File: src/axis_cfg_pkg.sv
// Upsizer subsystem configuration
`default_nettype none

package axis_cfg_pkg;

    localparam int NARROW_BYTES = 4;
    localparam int WIDE_BYTES   = 8;
    localparam int PACK_RATIO   = WIDE_BYTES / NARROW_BYTES;
    localparam int NUM_LANES    = 2;

    // First accepted beat lands in the most significant slot of the word
    localparam bit PACK_MSB_FIRST = 1'b1;

    // Dest is captured from the first beat of a packet only
    localparam bit DEST_ON_SOP = 1'b1;

    typedef logic [$clog2(NUM_LANES)-1:0]    lane_idx_t;
    typedef logic [$clog2(PACK_RATIO+1)-1:0] beat_cnt_t;

    // Round-robin step shared by the dispatcher and the merger
    function automatic lane_idx_t next_lane(input lane_idx_t lane);
        return (lane == lane_idx_t'(NUM_LANES - 1)) ? '0 : lane + 1'b1;
    endfunction

endpackage

`default_nettype wire
File: src/axis_types_pkg.sv
// Stream field types
`default_nettype none

package axis_types_pkg;

    import axis_cfg_pkg::*;

    // Width of the per-packet routing tag
    localparam int DEST_BITS = 4;

    // Narrow side carries one input beat of NARROW_BYTES
    typedef logic [NARROW_BYTES*8-1:0] narrow_data_t;
    typedef logic [NARROW_BYTES-1:0]   narrow_keep_t;

    // Wide side carries PACK_RATIO narrow beats side by side
    typedef logic [WIDE_BYTES*8-1:0]   wide_data_t;
    typedef logic [WIDE_BYTES-1:0]     wide_keep_t;

    // Destination tag, identical on both sides
    typedef logic [DEST_BITS-1:0]      dest_t;

endpackage

`default_nettype wire

File: src/axis_if.sv
// Stream interface
`timescale 1ns/1ns
`default_nettype none

interface axis_if
    import axis_types_pkg::*;
#(
    parameter int BYTES = 4
);

    logic               valid;
    logic               ready;
    logic [BYTES*8-1:0] data;
    logic [BYTES-1:0]   keep;
    logic               last;
    dest_t              dest;

    // A beat moves on a rising edge with valid and ready both high
    modport tx (
        output valid, data, keep, last, dest,
        input  ready
    );

    modport rx (
        input  valid, data, keep, last, dest,
        output ready
    );

endinterface

`default_nettype wire

File: src/upsize_array.sv
// Two-lane stream upsizer top
`timescale 1ns/1ns
`default_nettype none

module upsize_array
    import axis_cfg_pkg::*;
    import axis_types_pkg::*;
(
    input  logic         from_tx,
    input  logic         rst_n,

    input  logic         in_valid,
    output logic         in_ready,
    input  narrow_data_t in_data,
    input  narrow_keep_t in_keep,
    input  logic         in_last,
    input  dest_t        in_dest,

    output logic         out_valid,
    input  logic         out_ready,
    output wide_data_t   out_data,
    output wide_keep_t   out_keep,
    output logic         out_last,
    output dest_t        out_dest
);

    axis_if #(.BYTES(NARROW_BYTES)) in_if ();
    axis_if #(.BYTES(NARROW_BYTES)) narrow_if [NUM_LANES] ();
    axis_if #(.BYTES(WIDE_BYTES))   wide_if [NUM_LANES] ();
    axis_if #(.BYTES(WIDE_BYTES))   out_if ();

    assign in_if.valid = in_valid;
    assign in_if.data  = in_data;
    assign in_if.keep  = in_keep;
    assign in_if.last  = in_last;
    assign in_if.dest  = in_dest;
    assign in_ready    = in_if.ready;

    pkt_dispatcher u_dispatcher (
        .from_tx (from_tx),
        .rst_n   (rst_n),
        .src     (in_if),
        .lanes   (narrow_if)
    );

    for (genvar i = 0; i < NUM_LANES; i++) begin : g_lane
        width_upsizer u_upsizer (
            .from_tx (from_tx),
            .rst_n   (rst_n),
            .src     (narrow_if[i]),
            .snk     (wide_if[i])
        );
    end

    pkt_merger u_merger (
        .from_tx (from_tx),
        .rst_n   (rst_n),
        .lanes   (wide_if),
        .snk     (out_if)
    );

    assign out_valid    = out_if.valid;
    assign out_data     = out_if.data;
    assign out_keep     = out_if.keep;
    assign out_last     = out_if.last;
    assign out_dest     = out_if.dest;
    assign out_if.ready = out_ready;

endmodule

`default_nettype wire

File: src/pkt_merger.sv
// Round-robin packet merger
`timescale 1ns/1ns
`default_nettype none

module pkt_merger
    import axis_cfg_pkg::*;
    import axis_types_pkg::*;
(
    input  logic from_tx,
    input  logic rst_n,
    axis_if.rx   lanes [NUM_LANES],
    axis_if.tx   snk
);

    lane_idx_t              ptr;
    logic [NUM_LANES-1:0]   lane_valid;
    logic [NUM_LANES-1:0]   lane_last;
    wide_data_t             lane_data [NUM_LANES];
    wide_keep_t             lane_keep [NUM_LANES];
    dest_t                  lane_dest [NUM_LANES];
    logic                   pkt_end;

    // Gather the lane fields so the pointer can select among them
    for (genvar i = 0; i < NUM_LANES; i++) begin : g_lane
        assign lane_valid[i] = lanes[i].valid;
        assign lane_last[i]  = lanes[i].last;
        assign lane_data[i]  = lanes[i].data;
        assign lane_keep[i]  = lanes[i].keep;
        assign lane_dest[i]  = lanes[i].dest;
        // Lanes other than the current one wait their turn
        assign lanes[i].ready = snk.ready && (ptr == lane_idx_t'(i));
    end

    assign snk.valid = lane_valid[ptr];
    assign snk.data  = lane_data[ptr];
    assign snk.keep  = lane_keep[ptr];
    assign snk.last  = lane_last[ptr];
    assign snk.dest  = lane_dest[ptr];

    assign pkt_end = snk.valid && snk.ready && snk.last;

    // Same lane order as the dispatcher, so packets leave in arrival order
    always_ff @(posedge from_tx or negedge rst_n) begin
        if (!rst_n) begin
            ptr <= '0;
        end else if (pkt_end) begin
            ptr <= next_lane(ptr);
        end
    end

endmodule

`default_nettype wire

File: src/width_upsizer.sv
// Narrow to wide stream packer
`timescale 1ns/1ns
`default_nettype none

module width_upsizer
    import axis_cfg_pkg::*;
    import axis_types_pkg::*;
(
    input  logic from_tx,
    input  logic rst_n,
    axis_if.rx   src,
    axis_if.tx   snk
);

    typedef logic [$clog2(PACK_RATIO)-1:0] slot_t;

    beat_cnt_t                      cnt;
    beat_cnt_t                      wr_cnt;
    slot_t                          wr_slot;
    logic                           sop_q;
    logic                           last_q;
    dest_t                          dest_q;
    narrow_data_t [PACK_RATIO-1:0]  data_q;
    narrow_keep_t [PACK_RATIO-1:0]  keep_q;
    logic                           in_fire;
    logic                           out_fire;

    assign in_fire  = src.valid && src.ready;
    assign out_fire = snk.valid && snk.ready;

    // The word is ready when full, or early when the packet has ended
    assign snk.valid = (cnt == beat_cnt_t'(PACK_RATIO)) || ((cnt != '0) && last_q);

    // Accept while the word is not complete, or while it is leaving
    assign src.ready = snk.ready || !snk.valid;

    // A word that leaves this cycle frees the register for a fresh fill
    always_comb begin
        wr_cnt = out_fire ? '0 : cnt;
        if (PACK_MSB_FIRST) begin
            wr_slot = slot_t'(PACK_RATIO - 1 - int'(wr_cnt));
        end else begin
            wr_slot = slot_t'(wr_cnt);
        end
    end

    always_ff @(posedge from_tx or negedge rst_n) begin
        if (!rst_n) begin
            cnt   <= '0;
            sop_q <= 1'b1;
        end else begin
            if (in_fire) begin
                cnt   <= wr_cnt + 1'b1;
                // The beat after a last starts a new packet
                sop_q <= src.last;
            end else if (out_fire) begin
                cnt <= '0;
            end
        end
    end

    always_ff @(posedge from_tx) begin
        if (in_fire) begin
            // Starting a word clears the slots a short packet leaves empty
            if (wr_cnt == '0) begin
                data_q <= '0;
                keep_q <= '0;
            end
            data_q[wr_slot] <= src.data;
            keep_q[wr_slot] <= src.keep;
            last_q          <= src.last;
            if (sop_q || !DEST_ON_SOP) begin
                dest_q <= src.dest;
            end
        end
    end

    assign snk.data = data_q;
    assign snk.keep = keep_q;
    assign snk.last = last_q;
    // Dest holds for every word of the packet
    assign snk.dest = dest_q;

endmodule

`default_nettype wire

File: src/pkt_dispatcher.sv
// Round-robin packet dispatcher
`timescale 1ns/1ns
`default_nettype none

module pkt_dispatcher
    import axis_cfg_pkg::*;
(
    input  logic from_tx,
    input  logic rst_n,
    axis_if.rx   src,
    axis_if.tx   lanes [NUM_LANES]
);

    lane_idx_t              ptr;
    logic [NUM_LANES-1:0]   lane_ready;
    logic                   pkt_end;

    // Only the selected lane sees valid, the payload is broadcast to all lanes
    for (genvar i = 0; i < NUM_LANES; i++) begin : g_lane
        assign lanes[i].valid = src.valid && (ptr == lane_idx_t'(i));
        assign lanes[i].data  = src.data;
        assign lanes[i].keep  = src.keep;
        assign lanes[i].last  = src.last;
        assign lanes[i].dest  = src.dest;
        assign lane_ready[i]  = lanes[i].ready;
    end

    // A stalled lane stalls the whole input
    assign src.ready = lane_ready[ptr];

    assign pkt_end = src.valid && src.ready && src.last;

    // Move on to the next lane once the whole packet has gone through
    always_ff @(posedge from_tx or negedge rst_n) begin
        if (!rst_n) begin
            ptr <= '0;
        end else if (pkt_end) begin
            ptr <= next_lane(ptr);
        end
    end

endmodule

`default_nettype wire

File: config.mk
export PLATFORM = sky130hd
export DESIGN_NAME = upsize_array
export DESIGN_NICKNAME = d
export VERILOG_FILES = /design/src/axis_cfg_pkg.sv /design/src/axis_types_pkg.sv /design/src/axis_if.sv /design/src/upsize_array.sv /design/src/pkt_merger.sv /design/src/width_upsizer.sv /design/src/pkt_dispatcher.sv
export SDC_FILE = /design/constraint.sdc
export NUM_CORES = 1
export LEC_CHECK = 0
export BUFFER_PORTS_ARGS = -buffer_cell sky130_fd_sc_hd__buf_2
export CORE_ASPECT_RATIO = 0.9
export CORE_MARGIN = 2
export CORE_UTILIZATION = 35
export DETAILED_ROUTE_END_ITERATION = 10
export GPL_TIMING_DRIVEN = 0
export PLACE_DENSITY = 0.64
export RECOVER_POWER = 25
export SYNTH_ARGS = -nofsm -noshare
export SYNTH_HDL_FRONTEND = slang
export SYNTH_SLANG_ARGS = --single-unit
File: constraint.sdc
create_clock -name from_tx -period 3.4 [get_ports from_tx]
set_input_delay 0.17 -clock from_tx [delete_from_list [all_inputs] [get_ports from_tx]]
set_output_delay 0.17 -clock from_tx [all_outputs]
set_load 0.02 [all_outputs]
==> flow_summary.ini, run 1 <==
[synth]
synth_cells = 456
syn_nets = 503
synth_seq_cells = 162
synth_edf_count = 154
synth_sequential_area_ratio_pct = 68.31
synth.avg_cell_area_um2 = 15.50
synth_top_area_share_pct = 65.44
synth_top_area_cell = edfxtp_1
syn-cell-area_um2 = 7067
synthTopCellsByArea = edfxtp_1 65%, mux2_2 13%, and2_1 6.6%
ys.flop_type = edfxtp_1
post_synth_num_cell_types = 33
yosysMostFrequentCell = edfxtp_1
synthTopCellsByCount = 154 x edfxtp_1, 79 x mux2_2, 74 x and2_1, 36 x and3_1, 36 x nor2b_1
yosysWarnings = 0
async_flop_share_pct = 4.938

[layout]
diodes = 0
drive_gt1_share_pct = 40.00
finalInstanceArea_um2 = 8732
syn2layout_area_growth_pct = 23.57
final_util_pct = 43.96
nNetsFinal = 655

[timing]
max_freq_mhz = 350.0
setup_violations = 0
setup_ws_ns = 0.5431
fin_skew_ns = 0.006921
rsz0062_at_grt = false
post-route-period-util_pct = 84.03
hold_violations = 0
relSlewSlack_pct = 42.67
timing.final.crit_period_ns = 2.857
maxSlewViolCount = 0
max_slew.worst_pin.slew_ns = 0.8562

[run]
max_cap_viol_count = 0

[global_routing]
antenna_found_initial = 2
grt-ovfl-total = 0
grt_pass1_vias = 4368
grtUsageTotal_pct = 16.02
grt_max_degree = 27
grt_first_pass_wirelength_mm = 25.34

[drt]
ant_nets = 0
drt_iter0_drc = 253
vias = 4199
wirelength_mm = 16.80
first_pass_iters = 4
drc = 0
vias_per_cell = 4.799
wl_per_cell_um = 19.20

[status]
status = completed

[setup_path]
reg2reg_from = u_merger.ptr$_DFFE_PN0P_
start_kind = register
crit_required_ns = 3.52
critPathArrivalTime_ns = 2.97
worstSetupPathType = register to register
worstSetupEndpointType = register
critPathMaxFanout = 23
startpoint = u_merger.ptr$_DFFE_PN0P_

[placement]
gp_congestion = 0.7546
dpl_cell_area_um2 = 8113
dp_slack_ns = 0.7287
portBuffers = 123
dp_hpwl_mm = 11.14

[clocking]
tritoncts = yes
clk_pin_slew_ns = 0.06
cts_buffers = 17
clock_latency_ns = 0.42
cts_sinks = 162
htree_levels = 4
cts_resized = 0
cts-root-buf = clkbuf_16
cts_buffer_depth = 2

[power_and_ir_drop]
peakVddDrop_uv = 407.9
p_leak_nw = 3.345
power_density_nw_per_um2 = 887.5

[floorplan]
initial_core_util_pct = 35.58
die_h_um = 138.8
core_region_area_um2 = 19860
die_w_um = 153.8
die_area_um2 = 21340
placementRows = 49
io_pins = 124

[hold_path]
hold_path.class = input pin to register
hp-start = in_keep[1]
==> worst max-delay path: stages, from the launching register on <==
cell,delay [ns]
dfrtp_1,0.36
and2b_1,0.25
a21boi_0,0.43
buf_4,0.30
buf_4,0.21
inv_1,0.06
ha_1,0.22
nor2_4,0.44
buf_12,0.27
==> layer usage <==
metal | wire length, um | global-route usage (%)
met3 | 1116 | 4.594
met4 | 148 | 4.394
met5 | 31 | 0
met2 | 8162 | 25.87
met1 | 7342 | 21.25
==> flip-flops by register name, indices dropped and copies added (netlist names) <==
signal                     flops
g_lane.u_upsizer.cnt           4
g_lane.u_upsizer.snk.data    128
g_lane.u_upsizer.snk.dest      8
g_lane.u_upsizer.snk.keep     16
g_lane.u_upsizer.snk.last      2
g_lane.u_upsizer.sop_q         2
u_dispatcher.ptr               1
u_merger.ptr                   1
==> what timing repair did <==
action,in CTS,in global routing
endpoints found under the hold margin,18,0
setup buffers,0,0
hold buffers,6,0
==> cells by family (layout without fill, tap and decap cells) <==
family                   after synthesis  count (layout)  share of synthesized area [%]
buffers and inverters                 35             199                          2.461
AO/OA/AOI/OAI                         10              10                          1.115
multiplexers                          84              84                          13.37
XOR/XNOR                               2               2                         0.2479
AND/OR/NAND/NOR                      161             161                          14.15
flip-flops                           162             162                          68.31
adder cells (fa/ha/maj)                2               2                         0.3541
==> cell usage in the layout, fill, tap and decap left out, types with 2 or more instances in the layout <==
cell             n
nor2_1           2
clkinvlp_4       3
inv_1            6
and2_0          24
dfstp_2          2
dfrtp_1          6
clkinv_1         4
nor2b_1         35
clkinv_2         2
clkbuf_1        21
nand2_1          4
and2_1          49
a21boi_0         2
dlygate4sd3_1    6
and2b_1          3
clkbuf_16       17
edfxtp_1       154
o211ai_1         3
o21ai_0          2
ha_1             2
and3_1          36
bufinv_16        4
mux2_2          79
buf_4            3
buf_12           3
mux2i_1          4
xnor2_1          2
nor2_4           2
buf_2          128
==> through the flow <==
| step | hold WS (ns) | setup TNS, ns | power [mW] | instances |
|---|---|---|---|---|
| floorplan | -0.1256 | 0 | 4.857 | 456 |
| global placement | 0.02096 | -119.23 | 5.772 | 834 |
| detailed placement | 0.02449 | 0 | 5.916 | 838 |
| CTS | 0.04012 | 0 | 7.881 | 875 |
| global route | 0.04971 | 0 | 8.145 | 875 |
| finish | 0.05939 | 0 | 7.749 | 875 |
==> report_power, final <==
part | internal, mW | switching (mW)
registers | 2.89 | 0.124
clock network | 1.21 | 0.746
logic | 1.05 | 1.73
==> path summary, 6_finish.rpt <==
path	cells past startpoint	slack, ns	end
setup reg to reg	8	0.54	g_lane[0].u_upsizer.snk.data[12]$_DFFE_PP_
hold / removal	2	0.06	g_lane[0].u_upsizer.snk.keep[1]$_DFFE_PP_
max in group asynchronous	2	2.86	g_lane[0].u_upsizer.sop_q$_DFFE_PN1P_
hold reg to reg	2	0.61	u_dispatcher.ptr$_DFFE_PN0P_
min in group asynchronous	2	0.20	u_dispatcher.ptr$_DFFE_PN0P_
setup / recovery	8	0.54	g_lane[0].u_upsizer.snk.data[12]$_DFFE_PP_
==> area by class of cell <==
cell class,count,area [um2]
fill,1854,11130
sequential,162,4827
multi-input combinational,259,2069
timing repair buffer,133,758.2
clock buffer,18,429.2
tap,255,319.1
clock inverter,13,167.7
buffer,29,138.9
inverter,6,22.52
Power figures use the tool's default switching activity.
==> run 2, diff against run 1 <==
- PLACE_DENSITY: 0.64 -> 0.62
- clock period: 3.4 -> 2.7 ns (I/O delays scaled with it)
==> run 2 against run 1 <==
Against the previous run:
- design area up 0.56%
- critical endpoint is now g_lane[0].u_upsizer.snk.data[42]$_DFFE_PP_
- largest cell class unchanged
- global-route usage up 0.12 points
- sequential share of layout area down 0.31 points
- via count up 0.67%
- non-clock buffer count up 4
- largest power group unchanged
- die area unchanged
- power up 25%
- critical path type unchanged
- hold slack worse by 0.040 ns
==> flow_summary.ini, run 2 (synthesis gave the netlist of run 1 again) <==
[status]
status = completed

[layout]
nNetsFinal = 659
finalInstanceArea_um2 = 8781
final_util_pct = 44.21
drive_gt1_share_pct = 40.96
largest_reg_flops = 128
syn2layout_area_growth_pct = 24.26
final_common_cell = edfxtp_1
final_cell_mix = 154 x edfxtp_1, 127 x buf_2, 79 x mux2_2, 51 x and2_1, 36 x and3_1

[timing]
hold_violations = 0
maxSlewViolCount = 0
setup_violations = 0
finalSetupTns_ns = 0
max_freq_mhz = 428.6
relSlewSlack_pct = 42.23
hold_slack_ns = 0.01912
post-route-period-util_pct = 86.42
max_slew.worst_pin.slew_ns = 0.8627
fin_skew_ns = 0.009014
rsz0062_at_grt = false
timing.final.crit_period_ns = 2.333

[setup_path]
worstSetupPathType = register to register
critPathArrivalTime_ns = 2.45
cp_slowest_stage_delay_ns = 0.48
startpoint = g_lane[0].u_upsizer.snk.last$_DFFE_PP_
start_kind = register
crit_required_ns = 2.82
cp_cell_sequence = mux2i_1 > o211ai_1 > nor2_4 > buf_12
worstSetupEndpointType = register
critPathMaxFanout = 26
slowest_stage = nor2_4
reg2reg_from = g_lane[0].u_upsizer.snk.last$_DFFE_PP_

[global_routing]
grt_max_degree = 32
antenna_found_initial = 2
grt_first_pass_wirelength_mm = 25.63
grtUsageTotal_pct = 16.14
grt-ovfl-total = 0
grt_pass1_vias = 4426

[hold_path]
hold_path.class = input pin to register
hp-start = in_keep[1]

[run]
max_cap_viol_count = 0

[clocking]
cts-root-buf = clkbuf_16
cts_sinks = 162
htree_levels = 4
tritoncts = yes
cts_resized = 0
cts_buffers = 17
clk_pin_slew_ns = 0.07
clock_latency_ns = 0.43
cts_buffer_depth = 2

[drt]
drt_iter0_drc = 244
ant_nets = 0
wl_per_cell_um = 19.18
vias = 4227
wirelength_mm = 16.90
first_pass_iters = 4
drc = 0
vias_per_cell = 4.798

[floorplan]
core_region_area_um2 = 19860
die_area_um2 = 21340
die_w_um = 153.8
placementRows = 49
die_h_um = 138.8
io_pins = 124
initial_core_util_pct = 35.58

[placement]
gp_congestion = 0.7490
portBuffers = 123
dpl_cell_area_um2 = 8120
dp_hpwl_mm = 11.49

[power_and_ir_drop]
power_density_nw_per_um2 = 1107
power_mw = 9.718
p_leak_nw = 3.366
peakVddDrop_uv = 556.4
[run 2: cell count changes in the layout (fill, tap and decap cells not counted), sizes merged]
cell,before,now
buf,136,139
clkbuf,38,41
bufinv,4,2
diode,0,1
inv,6,7
[run 2: area by class of cell]
class | instances | area, um2
Fill cell | 1846 | 11080
Sequential cell | 162 | 4827
Multi-Input combinational cell | 259 | 2078
Timing Repair Buffer | 137 | 820.8
Clock buffer | 20 | 436.7
Tap cell | 255 | 319.1
Buffer | 29 | 138.9
Clock inverter | 12 | 135.1
Inverter | 6 | 22.52
Antenna cell | 1 | 2.502
[run 2: per-stage QoR]
step	std cells	setup WS (ns)
5_1_grt	880	0.2079
4_1_cts	876	0.003075
3_5_place_dp	838	-0.003506
6_report	881	0.3667
2_1_floorplan	456	0.08883
3_3_place_gp	834	-0.8885
[run 2: repair_timing]
item	CTS	global route
setup buffers	0	4
endpoints found under the setup margin	19	39
pin swaps	1	1
hold buffers	6	0
hold endpoints to repair	19	0
[run 2: worst paths after layout]
kind                                                              end  slack (ns)  cells after the start
min                         g_lane[0].u_upsizer.snk.keep[1]$_DFFE_PP_        0.02                      2
min in group asynchronous        g_lane[1].u_upsizer.cnt[1]$_DFF_PN0_        0.17                      2
max in group asynchronous       g_lane[0].u_upsizer.sop_q$_DFFE_PN1P_        2.18                      2
max                        g_lane[0].u_upsizer.snk.data[42]$_DFFE_PP_        0.37                      4
max reg2reg                g_lane[0].u_upsizer.snk.data[42]$_DFFE_PP_        0.37                      4
min reg2reg                     g_lane[0].u_upsizer.sop_q$_DFFE_PN1P_        0.62                      1
[run 2: power breakdown]
| part | leakage (nW) | total (mW) | switching (mW) | internal, mW |
|---|---|---|---|---|
| clock | 0.268 | 2.34 | 0.975 | 1.36 |
| sequential | 1.54 | 3.80 | 0.164 | 3.64 |
| combinational | 1.56 | 3.58 | 2.20 | 1.38 |
[run 2: critical path, delay by kind of cell (launching register included)]
| family | cells | cell delay, ns |
|---|---|---|
| and+or+nand+nor | 1 | 0.48 |
| DFF | 1 | 0.46 |
| muxes | 1 | 0.40 |
| AOI/OAI and AO/OA | 1 | 0.40 |
| buffers and inverters | 1 | 0.27 |
[run 2: routing by layer]
layer | share of wire [%] | global-route usage (%)
met5 | 0.065 | 0
met4 | 1.9 | 5.553
met3 | 4.8 | 3.875
met2 | 50 | 27.11
met1 | 43 | 20.52
==> run 3, diff against run 2 <==
- CAP_MARGIN: unset -> 15
- PLACE_DENSITY: 0.62 -> unset
==> run 3 against run 2 <==
Against the previous run:
- maximum frequency fell by 3.7%
- largest power group unchanged
- power barely moved
- die area unchanged
- via count is 1.2% lower
- critical path depth increased by 2
- flip-flop and latch count unchanged
- count of clock-buffer cells in the layout fell by 2
==> flow_summary.ini, run 3 (synthesis gave the netlist of run 1 again) <==
[layout]
nNetsFinal = 657
diodes = 0
drive_gt1_share_pct = 41.32
final_cell_mix = 154 x edfxtp_1, 131 x buf_2, 79 x mux2_2, 54 x and2_1, 36 x and3_1
multiInputGateArea_um2 = 2083
syn2layout_area_growth_pct = 24.26
final_common_cell = edfxtp_1
area.sequential_um2 = 4827
fillCellCount = 1851
largest_reg_flops = 128

[drt]
vias = 4176
ant_nets = 0
first_pass_iters = 4
wl_per_cell_um = 18.77
vias_per_cell = 4.762
wirelength_mm = 16.47
drc = 0
drt_iter0_drc = 197

[global_routing]
grt_max_degree = 25
grt_first_pass_wirelength_mm = 25.01
grt_pass1_vias = 4378
grt-ovfl-total = 0
antenna_found_initial = 1
grtUsageTotal_pct = 15.87

[setup_path]
slowest_stage = edfxtp_1
startpoint = g_lane[1].u_upsizer.snk.last$_DFFE_PP_
critPathArrivalTime_ns = 2.55
crit_required_ns = 2.82
worstSetupPathType = register to register
critPathMaxFanout = 24
reg2reg_from = g_lane[1].u_upsizer.snk.last$_DFFE_PP_
worstPathBufferInverterCount = 3
worstSetupEndpointType = register
start_kind = register
cp_slowest_stage_delay_ns = 0.46
cp_cell_sequence = nand3_2 > nand2_1 > buf_2 > buf_4 > and2_2 > buf_12
crit_family = simple AND/OR/NAND/NOR gates

[timing]
max_slew.worst_pin.slew_ns = 0.6743
max_freq_mhz = 412.9
rsz0062_at_grt = false
setup_violations = 0
fin_skew_ns = 0.008198
finalSetupTns_ns = 0
timing.final.crit_period_ns = 2.422
hold_violations = 0
hold_slack_ns = 0.02177
maxSlewViolCount = 0
relSlewSlack_pct = 54.94
post-route-period-util_pct = 89.70

[clocking]
cts_resized = 0
cts_buffers = 17
cts_buffer_depth = 2
cts_sinks = 162
clock_latency_ns = 0.43
htree_levels = 4
tritoncts = yes
clk_pin_slew_ns = 0.06
cts-root-buf = clkbuf_16

[floorplan]
die_w_um = 153.8
io_pins = 124
placementRows = 49
die_h_um = 138.8
core_region_area_um2 = 19860
initial_core_util_pct = 35.58
die_area_um2 = 21340

[run]
max_cap_viol_count = 0

[power_and_ir_drop]
p_leak_nw = 3.378
power_density_nw_per_um2 = 1107
peakVddDrop_uv = 584.2

[placement]
gp_congestion = 0.7476
dp_hpwl_mm = 11.19
portBuffers = 123

[hold_path]
hp-start = in_data[19]
hold_path.class = input pin to register

[status]
status = completed
-- run 3: changes by cell type in the layout (fill, tap and decap cells not counted), sizes merged --
cell and change:
bufinv +1, clkinv +1, clkbuf -6, buf +2
diode -1, inv -1
-- run 3: layer usage --
layer	part of all wire, %	GRT usage, %
met1	43	19.25
met2	50	27.11
met3	4.7	4.406
met4	1.8	5.746
met5	0	0
-- run 3: repair_timing --
action                     CTS  global route
hold buffers                 6             0
hold endpoints to repair    19             0
setup buffers                0             2
setup endpoints to repair    0            39
-- run 3: where the power goes --
| part | internal (mW) | leakage [nW] | switching [mW] |
|---|---|---|---|
| Sequential | 3.64 | 1.54 | 0.154 |
| Combinational | 1.38 | 1.57 | 2.17 |
| Clock | 1.43 | 0.274 | 0.945 |
| Total | 6.45 | 3.38 | 3.27 |
-- run 3: cell type report --
cell class / count / share of cell area, %
flip-flops and latches: 162 / 54.97
multi-input cells: 259 / 23.72
repair buffers: 135 / 9.290
clock buffers: 18 / 4.887
well taps: 255 / 3.634
clock inverters: 13 / 1.639
plain buffers: 29 / 1.596
inverters: 6 / 0.2565
-- run 3: path summary, 6_finish.rpt --
path,end,slack (ns),depth (start not counted)
max in group asynchronous,g_lane[0].u_upsizer.sop_q$_DFFE_PN1P_,2.17,2
worst max-delay path,g_lane[1].u_upsizer.snk.data[47]$_DFFE_PP_,0.28,6
min in group asynchronous,g_lane[1].u_upsizer.cnt[1]$_DFF_PN0_,0.18,2
worst min-delay path,g_lane[1].u_upsizer.snk.data[51]$_DFFE_PP_,0.02,2
worst max register to register,g_lane[1].u_upsizer.snk.data[47]$_DFFE_PP_,0.28,6
worst min register to register,g_lane[1].u_upsizer.cnt[1]$_DFF_PN0_,0.62,2
-- run 3: stage by stage --
| step | area (um2) | setup WS [ns] | util, % | std cells | total power, mW |
|---|---|---|---|---|---|
| 2_1_floorplan | 7074 | 0.08883 | - | 456 | 6.115 |
| 3_3_place_gp | 8009 | -0.8773 | 40.32 | 834 | 7.263 |
| 3_5_place_dp | 8128 | 0.01911 | 40.92 | 838 | 7.450 |
| 4_1_cts | 8761 | 0.008378 | 44.10 | 875 | 9.816 |
| 5_1_grt | 8781 | 0.1185 | 44.21 | 877 | 10.21 |
| 6_report | 8781 | 0.2782 | 44.21 | 877 | 9.719 |
